### config.mk
export PLATFORM = sky130hd
export DESIGN_NAME = pifo_top
export DESIGN_NICKNAME = d
export VERILOG_FILES = /design/src/logic/pifo_pkg.sv /design/src/logic/pifo_node_mem.sv /design/src/logic/pifo_level.sv /design/src/logic/pifo_apb_port.sv /design/src/logic/pifo_top.sv
export SDC_FILE = /design/constraint.sdc
export NUM_CORES = 2
export LEC_CHECK = 0
export ABC_AREA = 1
export BUFFER_PORTS_ARGS = -buffer_cell sky130_fd_sc_hd__buf_2
export CAP_MARGIN = 10
export CORE_UTILIZATION = 35
export DETAILED_ROUTE_END_ITERATION = 12
export SLEW_MARGIN = 20
export SYNTH_ARGS = -nofsm -noshare
export SYNTH_HDL_FRONTEND = slang
export SYNTH_SLANG_ARGS = --single-unit
### constraint.sdc
create_clock -name i_clk -period 6.9 [get_ports i_clk]
set_input_delay 0.69 -clock i_clk [delete_from_list [all_inputs] [get_ports i_clk]]
set_output_delay 0.69 -clock i_clk [all_outputs]
set_load 0.02 [all_outputs]
### src/logic/pifo_pkg.sv
package pifo_pkg;

    // Widths --------------------
    localparam int RANK_W     = 16;
    localparam int LEN_W      = 8;
    localparam int CNT_W      = 8;
    localparam int MAX_LEVELS = 8;  // Sizes node_addr_t

    typedef logic [RANK_W-1:0]     rank_t;       // Smaller served first
    typedef logic [LEN_W-1:0]      pkt_len_t;
    typedef logic [CNT_W-1:0]      cnt_t;        // Entries under a slot
    typedef logic [MAX_LEVELS-2:0] node_addr_t;  // Node index inside one level

    // Entry and node layout --------------------
    typedef struct packed {
        pkt_len_t len;
        rank_t    rank;
    } pifo_entry_t;

    typedef struct packed {
        cnt_t        cnt;
        pifo_entry_t entry;
    } node_slot_t;

    // One memory word
    typedef struct packed {
        node_slot_t slot1;
        node_slot_t slot0;
    } node_word_t;

    // All ones rank marks a free slot
    localparam rank_t       RANK_EMPTY  = '1;
    localparam pifo_entry_t ENTRY_EMPTY = '1;
    localparam node_slot_t  SLOT_EMPTY  = '{cnt: '0, entry: ENTRY_EMPTY};
    localparam node_word_t  WORD_EMPTY  = '{slot1: SLOT_EMPTY, slot0: SLOT_EMPTY};

    // Command from a parent to its child level
    typedef struct packed {
        logic        push;
        logic        pop;
        node_addr_t  addr;
        pifo_entry_t entry;
    } level_cmd_t;

    typedef enum logic [1:0] {
        ST_IDLE,
        ST_PUSH,
        ST_POP,
        ST_WB
    } level_state_e;

    // APB register map --------------------
    typedef logic [3:0]  apb_addr_t;
    typedef logic [31:0] apb_data_t;

    localparam apb_addr_t APB_ADDR_PUSH   = 4'h0;
    localparam apb_addr_t APB_ADDR_POP    = 4'h4;
    localparam apb_addr_t APB_ADDR_STATUS = 4'h8;

endpackage

### src/logic/pifo_node_mem.sv
module pifo_node_mem #(
    parameter int DEPTH = 1
) (
    input  logic                 i_clk,
    input  logic                 i_arst_n,
    input  logic                 i_rd_en,
    input  pifo_pkg::node_addr_t i_rd_addr,
    output pifo_pkg::node_word_t o_rd_data,
    input  logic                 i_wr_en,
    input  pifo_pkg::node_addr_t i_wr_addr,
    input  pifo_pkg::node_word_t i_wr_data
);

    pifo_pkg::node_word_t mem_q [DEPTH];
    pifo_pkg::node_word_t rd_word;

    // Read mux over the whole level
    always_comb begin
        rd_word = mem_q[0];
        for (int i = 1; i < DEPTH; i++) begin
            if (i_rd_addr == pifo_pkg::node_addr_t'(i)) begin
                rd_word = mem_q[i];
            end
        end
    end

    always_ff @(posedge i_clk or negedge i_arst_n) begin
        if (!i_arst_n) begin
            for (int i = 0; i < DEPTH; i++) begin
                mem_q[i] <= pifo_pkg::WORD_EMPTY;  // Every slot free
            end
            o_rd_data <= pifo_pkg::WORD_EMPTY;
        end else begin
            for (int i = 0; i < DEPTH; i++) begin
                if (i_wr_en && i_wr_addr == pifo_pkg::node_addr_t'(i)) begin
                    mem_q[i] <= i_wr_data;
                end
            end
            if (i_rd_en) begin
                o_rd_data <= rd_word;  // Held until the next read
            end
        end
    end

endmodule

### src/logic/pifo_level.sv
module pifo_level #(
    parameter int LEVELS    = 4,
    parameter int LEVEL_IDX = 0
) (
    input  logic                  i_clk,
    input  logic                  i_arst_n,

    // Parent side
    input  pifo_pkg::level_cmd_t  i_cmd,
    output pifo_pkg::pifo_entry_t o_pop_entry,

    // Child side
    output pifo_pkg::level_cmd_t  o_child_cmd,
    input  pifo_pkg::pifo_entry_t i_child_pop_entry,

    // Node memory
    output logic                  o_mem_rd_en,
    output pifo_pkg::node_addr_t  o_mem_rd_addr,
    input  pifo_pkg::node_word_t  i_mem_rd_data,
    output logic                  o_mem_wr_en,
    output pifo_pkg::node_addr_t  o_mem_wr_addr,
    output pifo_pkg::node_word_t  o_mem_wr_data
);

    // No child below the last level
    localparam bit IS_LEAF = (LEVEL_IDX == LEVELS - 1);

    pifo_pkg::level_state_e state_q;
    pifo_pkg::node_addr_t   addr_q;
    pifo_pkg::pifo_entry_t  entry_q;

    logic                   accept;
    logic                   cmd_valid;
    logic                   push_sel;
    logic                   pop_sel;
    logic                   sel;
    pifo_pkg::node_slot_t   cur_slot;
    pifo_pkg::node_slot_t   new_slot;
    pifo_pkg::pifo_entry_t  down_entry;
    pifo_pkg::pifo_entry_t  refill_entry;
    pifo_pkg::pifo_entry_t  pop_entry;
    pifo_pkg::node_word_t   wr_word;
    logic                   child_push;
    logic                   child_pop;
    logic                   wr_en;

    // Command intake --------------------
    assign accept        = (state_q != pifo_pkg::ST_POP);  // Busy only while popping
    assign cmd_valid     = i_cmd.push | i_cmd.pop;
    assign o_mem_rd_en   = accept & cmd_valid;
    assign o_mem_rd_addr = i_cmd.addr;

    always_ff @(posedge i_clk or negedge i_arst_n) begin
        if (!i_arst_n) begin
            state_q <= pifo_pkg::ST_IDLE;
        end else begin
            case (state_q)
                pifo_pkg::ST_POP: begin
                    state_q <= pifo_pkg::ST_WB;  // Child entry arrives now
                end
                default: begin
                    if (i_cmd.push) begin
                        state_q <= pifo_pkg::ST_PUSH;
                    end else if (i_cmd.pop) begin
                        state_q <= pifo_pkg::ST_POP;
                    end else begin
                        state_q <= pifo_pkg::ST_IDLE;
                    end
                end
            endcase
        end
    end

    // Address and push entry of the command in flight
    always_ff @(posedge i_clk) begin
        if (o_mem_rd_en) begin
            addr_q  <= i_cmd.addr;
            entry_q <= i_cmd.entry;
        end
    end

    // Slot selection --------------------
    // Push balances on count, pop takes the min rank, slot 0 wins ties
    assign push_sel = (i_mem_rd_data.slot1.cnt < i_mem_rd_data.slot0.cnt);
    assign pop_sel  = (i_mem_rd_data.slot1.entry.rank < i_mem_rd_data.slot0.entry.rank);
    assign sel      = (state_q == pifo_pkg::ST_PUSH) ? push_sel : pop_sel;
    assign cur_slot = sel ? i_mem_rd_data.slot1 : i_mem_rd_data.slot0;

    assign refill_entry = IS_LEAF ? pifo_pkg::ENTRY_EMPTY : i_child_pop_entry;

    always_comb begin
        new_slot   = cur_slot;
        down_entry = entry_q;
        pop_entry  = pifo_pkg::ENTRY_EMPTY;
        child_push = 1'b0;
        child_pop  = 1'b0;
        wr_en      = 1'b0;
        case (state_q)
            pifo_pkg::ST_PUSH: begin
                wr_en        = 1'b1;
                new_slot.cnt = cur_slot.cnt + pifo_pkg::cnt_t'(1);
                if (cur_slot.entry.rank == pifo_pkg::RANK_EMPTY) begin
                    new_slot.entry = entry_q;  // Free slot, stops here
                end else begin
                    child_push = 1'b1;
                    // Smaller rank stays, larger one moves down
                    if (entry_q.rank < cur_slot.entry.rank) begin
                        new_slot.entry = entry_q;
                        down_entry     = cur_slot.entry;
                    end
                end
            end
            pifo_pkg::ST_POP: begin
                pop_entry = cur_slot.entry;
                child_pop = 1'b1;
            end
            pifo_pkg::ST_WB: begin
                wr_en = 1'b1;
                if (cur_slot.cnt != '0) begin
                    new_slot.cnt   = cur_slot.cnt - pifo_pkg::cnt_t'(1);
                    new_slot.entry = refill_entry;  // Refill from below
                end
            end
            default: begin
            end
        endcase
    end

    // Only the selected slot changes
    always_comb begin
        wr_word = i_mem_rd_data;
        if (sel) begin
            wr_word.slot1 = new_slot;
        end else begin
            wr_word.slot0 = new_slot;
        end
    end

    // Outputs --------------------
    assign o_mem_wr_en   = wr_en;
    assign o_mem_wr_addr = addr_q;
    assign o_mem_wr_data = wr_word;
    assign o_pop_entry   = pop_entry;

    // Child of node a, slot s is node 2a+s
    assign o_child_cmd.push  = child_push & ~IS_LEAF;
    assign o_child_cmd.pop   = child_pop & ~IS_LEAF;
    assign o_child_cmd.addr  = {addr_q[pifo_pkg::MAX_LEVELS-3:0], sel};
    assign o_child_cmd.entry = down_entry;

endmodule

### src/logic/pifo_apb_port.sv
module pifo_apb_port #(
    parameter int LEVELS = 4
) (
    input  logic                  i_clk,
    input  logic                  i_arst_n,

    // APB slave
    input  logic                  i_psel,
    input  logic                  i_penable,
    input  logic                  i_pwrite,
    input  pifo_pkg::apb_addr_t   i_paddr,
    input  pifo_pkg::apb_data_t   i_pwdata,
    output pifo_pkg::apb_data_t   o_prdata,
    output logic                  o_pready,
    output logic                  o_pslverr,

    // Root level
    output pifo_pkg::level_cmd_t  o_root_cmd,
    input  pifo_pkg::pifo_entry_t i_root_pop_entry
);

    // Two entries per node over 2^LEVELS - 1 nodes
    localparam int CAPACITY = 2 * ((1 << LEVELS) - 1);
    localparam int OCC_W    = $clog2(CAPACITY + 1);
    localparam int ENTRY_W  = $bits(pifo_pkg::pifo_entry_t);

    logic [OCC_W-1:0] occ_q;
    logic             full;
    logic             empty;
    logic             access;
    logic             first_acc;
    logic             rd_wait_q;
    logic             wr_push;
    logic             rd_pop;
    logic             rd_status;
    logic             do_push;
    logic             do_pop;
    logic             pop_q;
    logic             status_q;
    logic             rd_err_q;

    // Decode --------------------
    assign access    = i_psel & i_penable;
    assign first_acc = access & ~rd_wait_q;
    assign full      = (occ_q == OCC_W'(CAPACITY));
    assign empty     = (occ_q == '0);

    assign wr_push   = i_pwrite & (i_paddr == pifo_pkg::APB_ADDR_PUSH);
    assign rd_pop    = ~i_pwrite & (i_paddr == pifo_pkg::APB_ADDR_POP);
    assign rd_status = ~i_pwrite & (i_paddr == pifo_pkg::APB_ADDR_STATUS);

    // One root command per transfer, first access cycle only
    assign do_push = first_acc & wr_push & ~full;
    assign do_pop  = first_acc & rd_pop & ~empty;

    assign o_root_cmd.push  = do_push;
    assign o_root_cmd.pop   = do_pop;
    assign o_root_cmd.addr  = '0;
    assign o_root_cmd.entry = i_pwdata[ENTRY_W-1:0];

    always_ff @(posedge i_clk or negedge i_arst_n) begin
        if (!i_arst_n) begin
            occ_q <= '0;
        end else if (do_push) begin
            occ_q <= occ_q + OCC_W'(1);
        end else if (do_pop) begin
            occ_q <= occ_q - OCC_W'(1);
        end
    end

    // Reads take a wait state so the root can present its entry
    always_ff @(posedge i_clk or negedge i_arst_n) begin
        if (!i_arst_n) begin
            rd_wait_q <= 1'b0;
            pop_q     <= 1'b0;
            status_q  <= 1'b0;
            rd_err_q  <= 1'b0;
        end else begin
            rd_wait_q <= first_acc & ~i_pwrite;
            if (first_acc && !i_pwrite) begin
                pop_q    <= do_pop;
                status_q <= rd_status;
                rd_err_q <= ~(do_pop | rd_status);  // Empty pop or unmapped
            end
        end
    end

    // Response --------------------
    assign o_pready = access & (i_pwrite | rd_wait_q);

    always_comb begin
        o_prdata  = '0;
        o_pslverr = 1'b0;
        if (access && i_pwrite) begin
            o_pslverr = ~wr_push | full;
        end else if (access && rd_wait_q) begin
            o_pslverr = rd_err_q;
            if (pop_q) begin
                o_prdata = pifo_pkg::apb_data_t'(i_root_pop_entry);
            end else if (status_q) begin
                o_prdata = pifo_pkg::apb_data_t'(occ_q);
            end else begin
                o_prdata = '1;
            end
        end
    end

endmodule

### src/logic/pifo_top.sv
module pifo_top #(
    parameter int LEVELS = 4
) (
    input  logic                i_clk,
    input  logic                i_arst_n,
    input  logic                i_psel,
    input  logic                i_penable,
    input  logic                i_pwrite,
    input  pifo_pkg::apb_addr_t i_paddr,
    input  pifo_pkg::apb_data_t i_pwdata,
    output pifo_pkg::apb_data_t o_prdata,
    output logic                o_pready,
    output logic                o_pslverr
);

    // cmd[k] feeds level k, pop_entry[k] comes back from level k
    pifo_pkg::level_cmd_t  cmd       [LEVELS+1];
    pifo_pkg::pifo_entry_t pop_entry [LEVELS+1];

    assign pop_entry[LEVELS] = pifo_pkg::ENTRY_EMPTY;  // Nothing below the leaves

    pifo_apb_port #(
        .LEVELS (LEVELS)
    ) apb_port_i (
        .i_clk            (i_clk),
        .i_arst_n         (i_arst_n),
        .i_psel           (i_psel),
        .i_penable        (i_penable),
        .i_pwrite         (i_pwrite),
        .i_paddr          (i_paddr),
        .i_pwdata         (i_pwdata),
        .o_prdata         (o_prdata),
        .o_pready         (o_pready),
        .o_pslverr        (o_pslverr),
        .o_root_cmd       (cmd[0]),
        .i_root_pop_entry (pop_entry[0])
    );

    // Level chain --------------------
    for (genvar k = 0; k < LEVELS; k++) begin : g_level
        logic                 mem_rd_en;
        pifo_pkg::node_addr_t mem_rd_addr;
        pifo_pkg::node_word_t mem_rd_data;
        logic                 mem_wr_en;
        pifo_pkg::node_addr_t mem_wr_addr;
        pifo_pkg::node_word_t mem_wr_data;

        pifo_level #(
            .LEVELS    (LEVELS),
            .LEVEL_IDX (k)
        ) level_i (
            .i_clk             (i_clk),
            .i_arst_n          (i_arst_n),
            .i_cmd             (cmd[k]),
            .o_pop_entry       (pop_entry[k]),
            .o_child_cmd       (cmd[k+1]),
            .i_child_pop_entry (pop_entry[k+1]),
            .o_mem_rd_en       (mem_rd_en),
            .o_mem_rd_addr     (mem_rd_addr),
            .i_mem_rd_data     (mem_rd_data),
            .o_mem_wr_en       (mem_wr_en),
            .o_mem_wr_addr     (mem_wr_addr),
            .o_mem_wr_data     (mem_wr_data)
        );

        pifo_node_mem #(
            .DEPTH (1 << k)  // 2^k nodes at level k
        ) mem_i (
            .i_clk     (i_clk),
            .i_arst_n  (i_arst_n),
            .i_rd_en   (mem_rd_en),
            .i_rd_addr (mem_rd_addr),
            .o_rd_data (mem_rd_data),
            .i_wr_en   (mem_wr_en),
            .i_wr_addr (mem_wr_addr),
            .i_wr_data (mem_wr_data)
        );
    end

endmodule

; Word level (Yosys, flattened, before mapping)
; Index checks and enable logic that the tools add are counted.
[word_totals]
out_inout_bits = 34
word_cells = 348
inputBits = 41
reg_bits = 1335
[classes]
add_sub_neg = 10
order_cmp = 12
n_mux = 89
bitwise_logic = 28
reduce_logical = 32
eq_ne = 43
[ops]
columns = cell, count
row1 = $mux W64, 11
row2 = $mux W32, 20
row3 = $mux W24, 21
row4 = $pmux W32 S2, 4
row5 = $lt A16 B16 Y1, 8
row6 = $eq A16 B16 Y1 const B, 4
row7 = $add A8 B1 Y8 const B, 4
row8 = $lt A8 B8 Y1, 4
row9 = $reduce_bool A8 Y1, 4
row10 = $sub A8 B1 Y8 const B, 4
row11 = $eq A2 B2 Y1 const B, 12
row12 = $eq A3 B3 Y1 const B, 8
row13 = $mux W2, 12
row14 = $logic_not A7 Y1, 3
row15 = $mux W1, 19
row16 = $logic_and A1 B1 Y1, 17
row17 = $and A1 B1 Y1, 15
row18 = $eq A2 B1 Y1 const B, 6
row19 = $eq A3 B2 Y1 const B, 4
row20 = $mux W5, 2
row21 = $ne A2 B2 Y1 const B, 4
row22 = $reduce_or A2 Y1, 4
row23 = $or A1 B1 Y1, 7
row24 = $eq A3 B1 Y1 const B, 2
row25 = other kinds (10), 15

; Longest topological paths before layout
[depth]
depth_word = 10
mapped_depth = 32
depth_no_buf = 29

; By module
; Synthesis repeated with hierarchy kept, for this count alone.
[unflattened]
hier_cells = 10121
hier_area_um2 = 77027.6
[by_module_without_submodules]
columns = module, cells_each, seq_area_each_um2, n_inst, area_each_um2
row1 = pifo_node_mem (g_level[3].mem_i), 3249, 14954.3, 1, 26482.9
row2 = pifo_node_mem (g_level[2].mem_i), 1820, 8308.0, 1, 15077.0
row3 = pifo_level (g_level[0].level_i ...), 843, 980.9, 2, 5004.8
row4 = pifo_node_mem (g_level[1].mem_i), 1122, 4984.8, 1, 9128.8
row5 = pifo_node_mem (g_level[0].mem_i), 425, 3323.2, 1, 5237.5
row6 = pifo_level (g_level[2].level_i), 852, 980.9, 1, 5051.1
row7 = pifo_level (g_level[3].level_i), 782, 980.9, 1, 4757.1
row8 = pifo_apb_port, 184, 225.2, 1, 1280.0
row9 = pifo_top, 1, 0.0, 1, 3.8

; Least setup slack after synthesis
; Ideal clock, no wire load.
[synth_timing]
path_type = reg-to-reg
startpoint = register g_level[2].mem_i.o_rd_data[5] in the netlist's numbering
endpoint = register g_level[3].level_i.entry_q[1] in the netlist's numbering, data pin
required_ns = 6.639
period_less_slack_ns = 3.870
setup_ns = 0.261
arrival_ns = 3.610
path_buffers = 4
stages_incl_launch_ff = 25
slack_ns = 3.030
path_cell_list = dfstp_2 -> inv_1 -> ha_1 -> a21oi_1 -> nor2_1 -> nor3_1 -> nand2_1 -> nand2_1 -> nand2_4 -> nand2_4 -> buf_8 -> buf_6 -> nand2_1 -> o21ai_1 -> ha_1 -> nand2_1 -> inv_1 -> nand3_1 -> a31oi_1 -> a2111oi_0 -> nand2_2 -> nor2_1 -> buf_2 -> buf_4 -> o21ai_0
[synth_lines]
columns = element, line_no
row1 = from (decl), pifo_node_mem.sv:8  ; output pifo_pkg::node_word_t o_rd_data,
row2 = from (signal assigned), pifo_node_mem.sv:32  ; o_rd_data <= pifo_pkg::WORD_EMPTY;
row3 = from (signal assigned), pifo_node_mem.sv:40  ; o_rd_data <= rd_word;
row4 = to (signal assigned), pifo_level.sv:78  ; entry_q <= i_cmd.entry;
row5 = to (decl), pifo_level.sv:30  ; pifo_pkg::pifo_entry_t entry_q;

; Worst setup path in the final report
[layout_timing]
startpoint = register g_level[3].mem_i.o_rd_data[15] in the netlist's numbering
endpoint = register g_level[3].mem_i.mem_q[456] in the netlist's numbering
[layout_between]
elab_chain_len = 8
elab_cells_between_ends = 11
cone_classes = 2 x order compare / 1 x eq/ne / 7 x mux / 1 x reduce/logical
[layout_rtl]
columns = element, line_no
row1 = from (decl), pifo_node_mem.sv:8
row2 = from (signal assigned), pifo_node_mem.sv:32
row3 = from (signal assigned), pifo_node_mem.sv:40
row4 = $lt A16 B16 Y1, pifo_level.sv:85  ; assign pop_sel = (i_mem_rd_data.slot1.entry.rank < i_mem_rd_data.slot0.entry.rank);
row5 = $mux W1, pifo_level.sv:86  ; assign sel = (state_q == pifo_pkg::ST_PUSH) ? push_sel : pop_sel;
row6 = $mux W32, pifo_level.sv:87  ; assign cur_slot = sel ? i_mem_rd_data.slot1 : i_mem_rd_data.slot0;
row7 = $lt A16 B16 Y1, pifo_level.sv:107  ; if (entry_q.rank < cur_slot.entry.rank) begin
row8 = $mux W24, pifo_level.sv:107
row9 = $mux W24, pifo_level.sv:102  ; if (cur_slot.entry.rank == pifo_pkg::RANK_EMPTY) begin
row10 = $pmux W32 S2, pifo_level.sv:98  ; case (state_q)
row11 = $mux W32 (*), pifo_level.sv:132  ; if (sel) begin
row12 = "to (signal, indexed assignment)", pifo_node_mem.sv:30  ; mem_q[i] <= pifo_pkg::WORD_EMPTY;
row13 = "to (signal, indexed assignment)", pifo_node_mem.sv:36  ; mem_q[i] <= i_wr_data;
row14 = to (decl), pifo_node_mem.sv:14  ; pifo_pkg::node_word_t mem_q [DEPTH];
; Mark *: on every way between the ends. The rest lies on a longest branch, timed or not.
; A chain may end at the register's enable or synchronous reset.

==> impl_metrics.py <==
metrics = {
    "grt": {
        "use_met2_pct": 35.6,
        "grt.total_usage_pct": 22.5,
        "grt_pass1_vias": 63100,
        "busiest_layer": "met2",
        "antenna_found_initial": 8,
        "grt_use_met1_pct": 30.4,
        "grt_overflow": 0,
        "met3_usage_pct": 4.17,
        "grt_pass1_wl_um": 374000,
        "grt_start_max_net_pins": 160,
    },
    "timing": {
        "maxSlewHeadroom_pct": 24.1,
        "whs_ns": 0.0593,
        "finalSetupViolations": 0,
        "period_needed_ns": 5.75,
        "slew_viol_final": 0,
        "setup_tns_ns": 0,
        "worst_pin_slew_ns": 1.14,
        "hold_viol": 0,
        "timing.final.crit_share_pct": 83.4,
        "rsz0062_at_grt": "no",
        "skew_ns": 0.0328,
        "fmax_mhz": 174,
        "fin_ws_ns": 1.15,
    },
    "setup_path": {
        "rrSetupSlack_ns": 1.15,
        "path_cells": "inv_1 -> ha_1 -> nand4_1 -> nor3_1 -> nand2_1 -> nand2_2 -> nand2_8 -> o21ai_1 -> ha_1 -> nand2_1 -> inv_1 -> nand3_1 -> a31oi_1 -> a2111oi_0 -> nand2_2 -> nand2_2 -> nand2_1 -> nand3_1 -> nand3_2 -> nand3_1 -> nand2_1",
        "r2r_end": "g_level[3].mem_i.mem_q[456]",
        "arrival_ns": 6.49,
        "crit_fanout": 76,
        "slowest_stage": "o21ai_1",
        "crit_buf_inv": 2,
        "max_stage_delay_ns": 0.68,
        "end_kind": "flip-flop",
        "endpoint": "g_level[3].mem_i.mem_q[456]",
        "cpMostUsedCell": "nand2_1",
        "rr_startpoint": "g_level[3].mem_i.o_rd_data[15]",
        "start_kind": "flip-flop",
        "ff2ff_path_depth": 21,
        "crit_family": "simple AND/OR/NAND/NOR gates",
        "startpoint": "g_level[3].mem_i.o_rd_data[15]",
        "worst-setup-path-type": "flip-flop to flip-flop",
        "cp.depth": 21,
        "cp.required_ns": 7.63,
    },
    "yosys": {
        "synth_edf_count": 102,
        "synth_common_cells": "nand2_1, nand3_1, dfstp_2",
        "synth.most_common_cell": "nand2_1",
        "async_flop_share_pct": 92.4,
        "netlist_top_cells_area": "dfstp_2, nand2_1, dfrtp_1, nand3_1, o21ai_0",
        "synth_top_cell_by_area": "dfstp_2",
        "syn_nets": 9530,
        "muxShareOfSynthArea_pct": 0.0600,
        "ys_seq_area_share_pct": 48.0,
        "netlist_area_um2": 73000,
        "synthCells": 9333,
        "synth_top_family_by_area": "simple AND/OR/NAND/NOR gates",
        "synthFlopType": "dfstp_2",
        "synth-xor-area-share_pct": 0.312,
        "syn_area_per_cell_um2": 7.83,
        "synth.distinct_cells": 67,
        "ys_ff_latch": 1335,
        "synthAdderAreaFrac_pct": 2.68,
        "yosys_warnings": 0,
        "synth.top_cell.area_share_pct": 32.8,
        "synth_compound_area_share_pct": 12.4,
        "synthSimpleGateAreaFrac_pct": 29.6,
    },
    "detailed_routing": {
        "vias_per_cell": 5.42,
        "ant_nets": 0,
        "drc": 0,
        "wl_per_cell_um": 19.8,
        "firstDrtPassIters": 8,
        "initialDrtViolationCount": 6316,
        "wl_um": 239000,
        "vias": 65300,
    },
    "layout": {
        "syn2layout_area_growth_pct": 10.7,
        "final_nets": 9328,
        "drive_gt1_share_pct": 18.4,
    },
    "cts": {
        "clkSinkCount": 1335,
        "cts_htree_levels": 4,
        "clockBufferDepth": 3,
        "post_cts_resized": 0,
        "cts_buffers": 148,
        "post_cts.repair.setup_buffers": 0,
        "cts_root_buf": "clkbuf_16",
        "path_clk_slew_ns": 0.06,
        "cts_tree": "done",
        "clk-insertion-delay-late_ns": 0.82,
    },
    "die": {
        "die_x_um": 459,
        "start_util_pct": 35.2,
        "die-area_um2": 211000,
        "ioPinCount": 75,
        "fp.dieH_um": 459,
        "core_um2": 207000,
        "rows": 167,
    },
    "run_status": {
        "status": "finished clean",
    },
    "place": {
        "hpwl_um": 141000,
        "portBuffers": 66,
        "gp_congestion": 0.873,
        "dp_slack_ns": 1.30,
    },
    "min_path": {
        "hp-class": "primary input to flip-flop",
    },
    "run": {
        "maxCapViolCount": 0,
    },
}
cells in the final DEF (no fill, tap or decap), drive strengths merged, types with 34 or more instances in the layout:
cell,netlist,final
a21oi,211,211
a31oi,139,139
buf,172,208
clkbuf,405,217
clkinv,14,54
dfrtp,321,321
dfstp,912,912
edfxtp,102,102
ha,155,155
inv,649,656
nand2,3184,3184
nand3,1282,1282
nand4,63,63
nor2,370,370
nor3,40,40
o211ai,88,88
o21ai,998,998
o221ai,34,34
o22ai,35,35
or2,36,36
state kept, by name, summed over array words and instances (netlist names):
name and flops:
g_level.mem_i.mem_q 960, apb_port_i.rd_wait_q 1, apb_port_i.status_q 1, g_level.level_i.entry_q 96, g_level.level_i.state_q 8, apb_port_i.pop_q 1
g_level.mem_i.o_rd_data 256, g_level.level_i.o_mem_wr_addr 6, apb_port_i.rd_err_q 1, apb_port_i.occ_q 5
kinds of logic after synthesis:
logic type,after synthesis
muxes,4
DFF,1335
buffers and inverters,1240
AOI/OAI and AO/OA,1585
xor gates and xnor gates,26
adders and majority gates,156
and+or+nand+nor,4987
cell type report:
| class | count | area [um^2] |
|---|---|---|
| antenna | 2 | 5.00 |
| clock buffer | 217 | 4210 |
| clock inverter | 59 | 658 |
| fill | 21000 | 126000 |
| inverter | 663 | 2500 |
| multi-input combinational | 6758 | 33100 |
| sequential | 1335 | 35100 |
| tap | 2788 | 3490 |
| timing repair buffer | 225 | 1780 |
how the worst min path moves through the flow:
stage	to	startpoint	cells past startpoint
6_report	g_level[0].level_i.entry_q[6]	i_pwdata[6]	1
5_1_grt	g_level[0].level_i.entry_q[4]	i_pwdata[4]	1
4_1_cts	g_level[0].level_i.entry_q[6]	i_pwdata[6]	1
3_5_place_dp	g_level[0].mem_i.o_rd_data[17]	g_level[0].mem_i.mem_q[17]	2
3_3_place_gp	g_level[0].mem_i.o_rd_data[22]	g_level[0].mem_i.mem_q[22]	2
2_1_floorplan	apb_port_i.occ_q[0]	i_arst_n	0
metal layers:
metal  vias to the layer above  wire, um
met3                       475     19000
met1                     31700    104000
met2                      2690    108000
met5                         -         0
met4                         0      8660
li1                      30400         -
stage by stage:
stage	utilization, %	instances	cell area (um^2)
2_1_floorplan	-	9333	73000
3_3_place_gp	36.6	11800	75800
3_5_place_dp	36.6	11800	75800
4_1_cts	39.0	12000	80800
5_1_grt	39.0	12000	80800
6_report	39.0	12000	80800
what timing repair did:
action / CTS / global route
endpoints found under the hold margin: 53 / 0
hold buffers: 17 / 0
setup endpoints to repair: 0 / 0
Power is left out: the tool's default activity adds up to more than one toggle a clock period on the data nets, which glitch-free logic cannot reach.
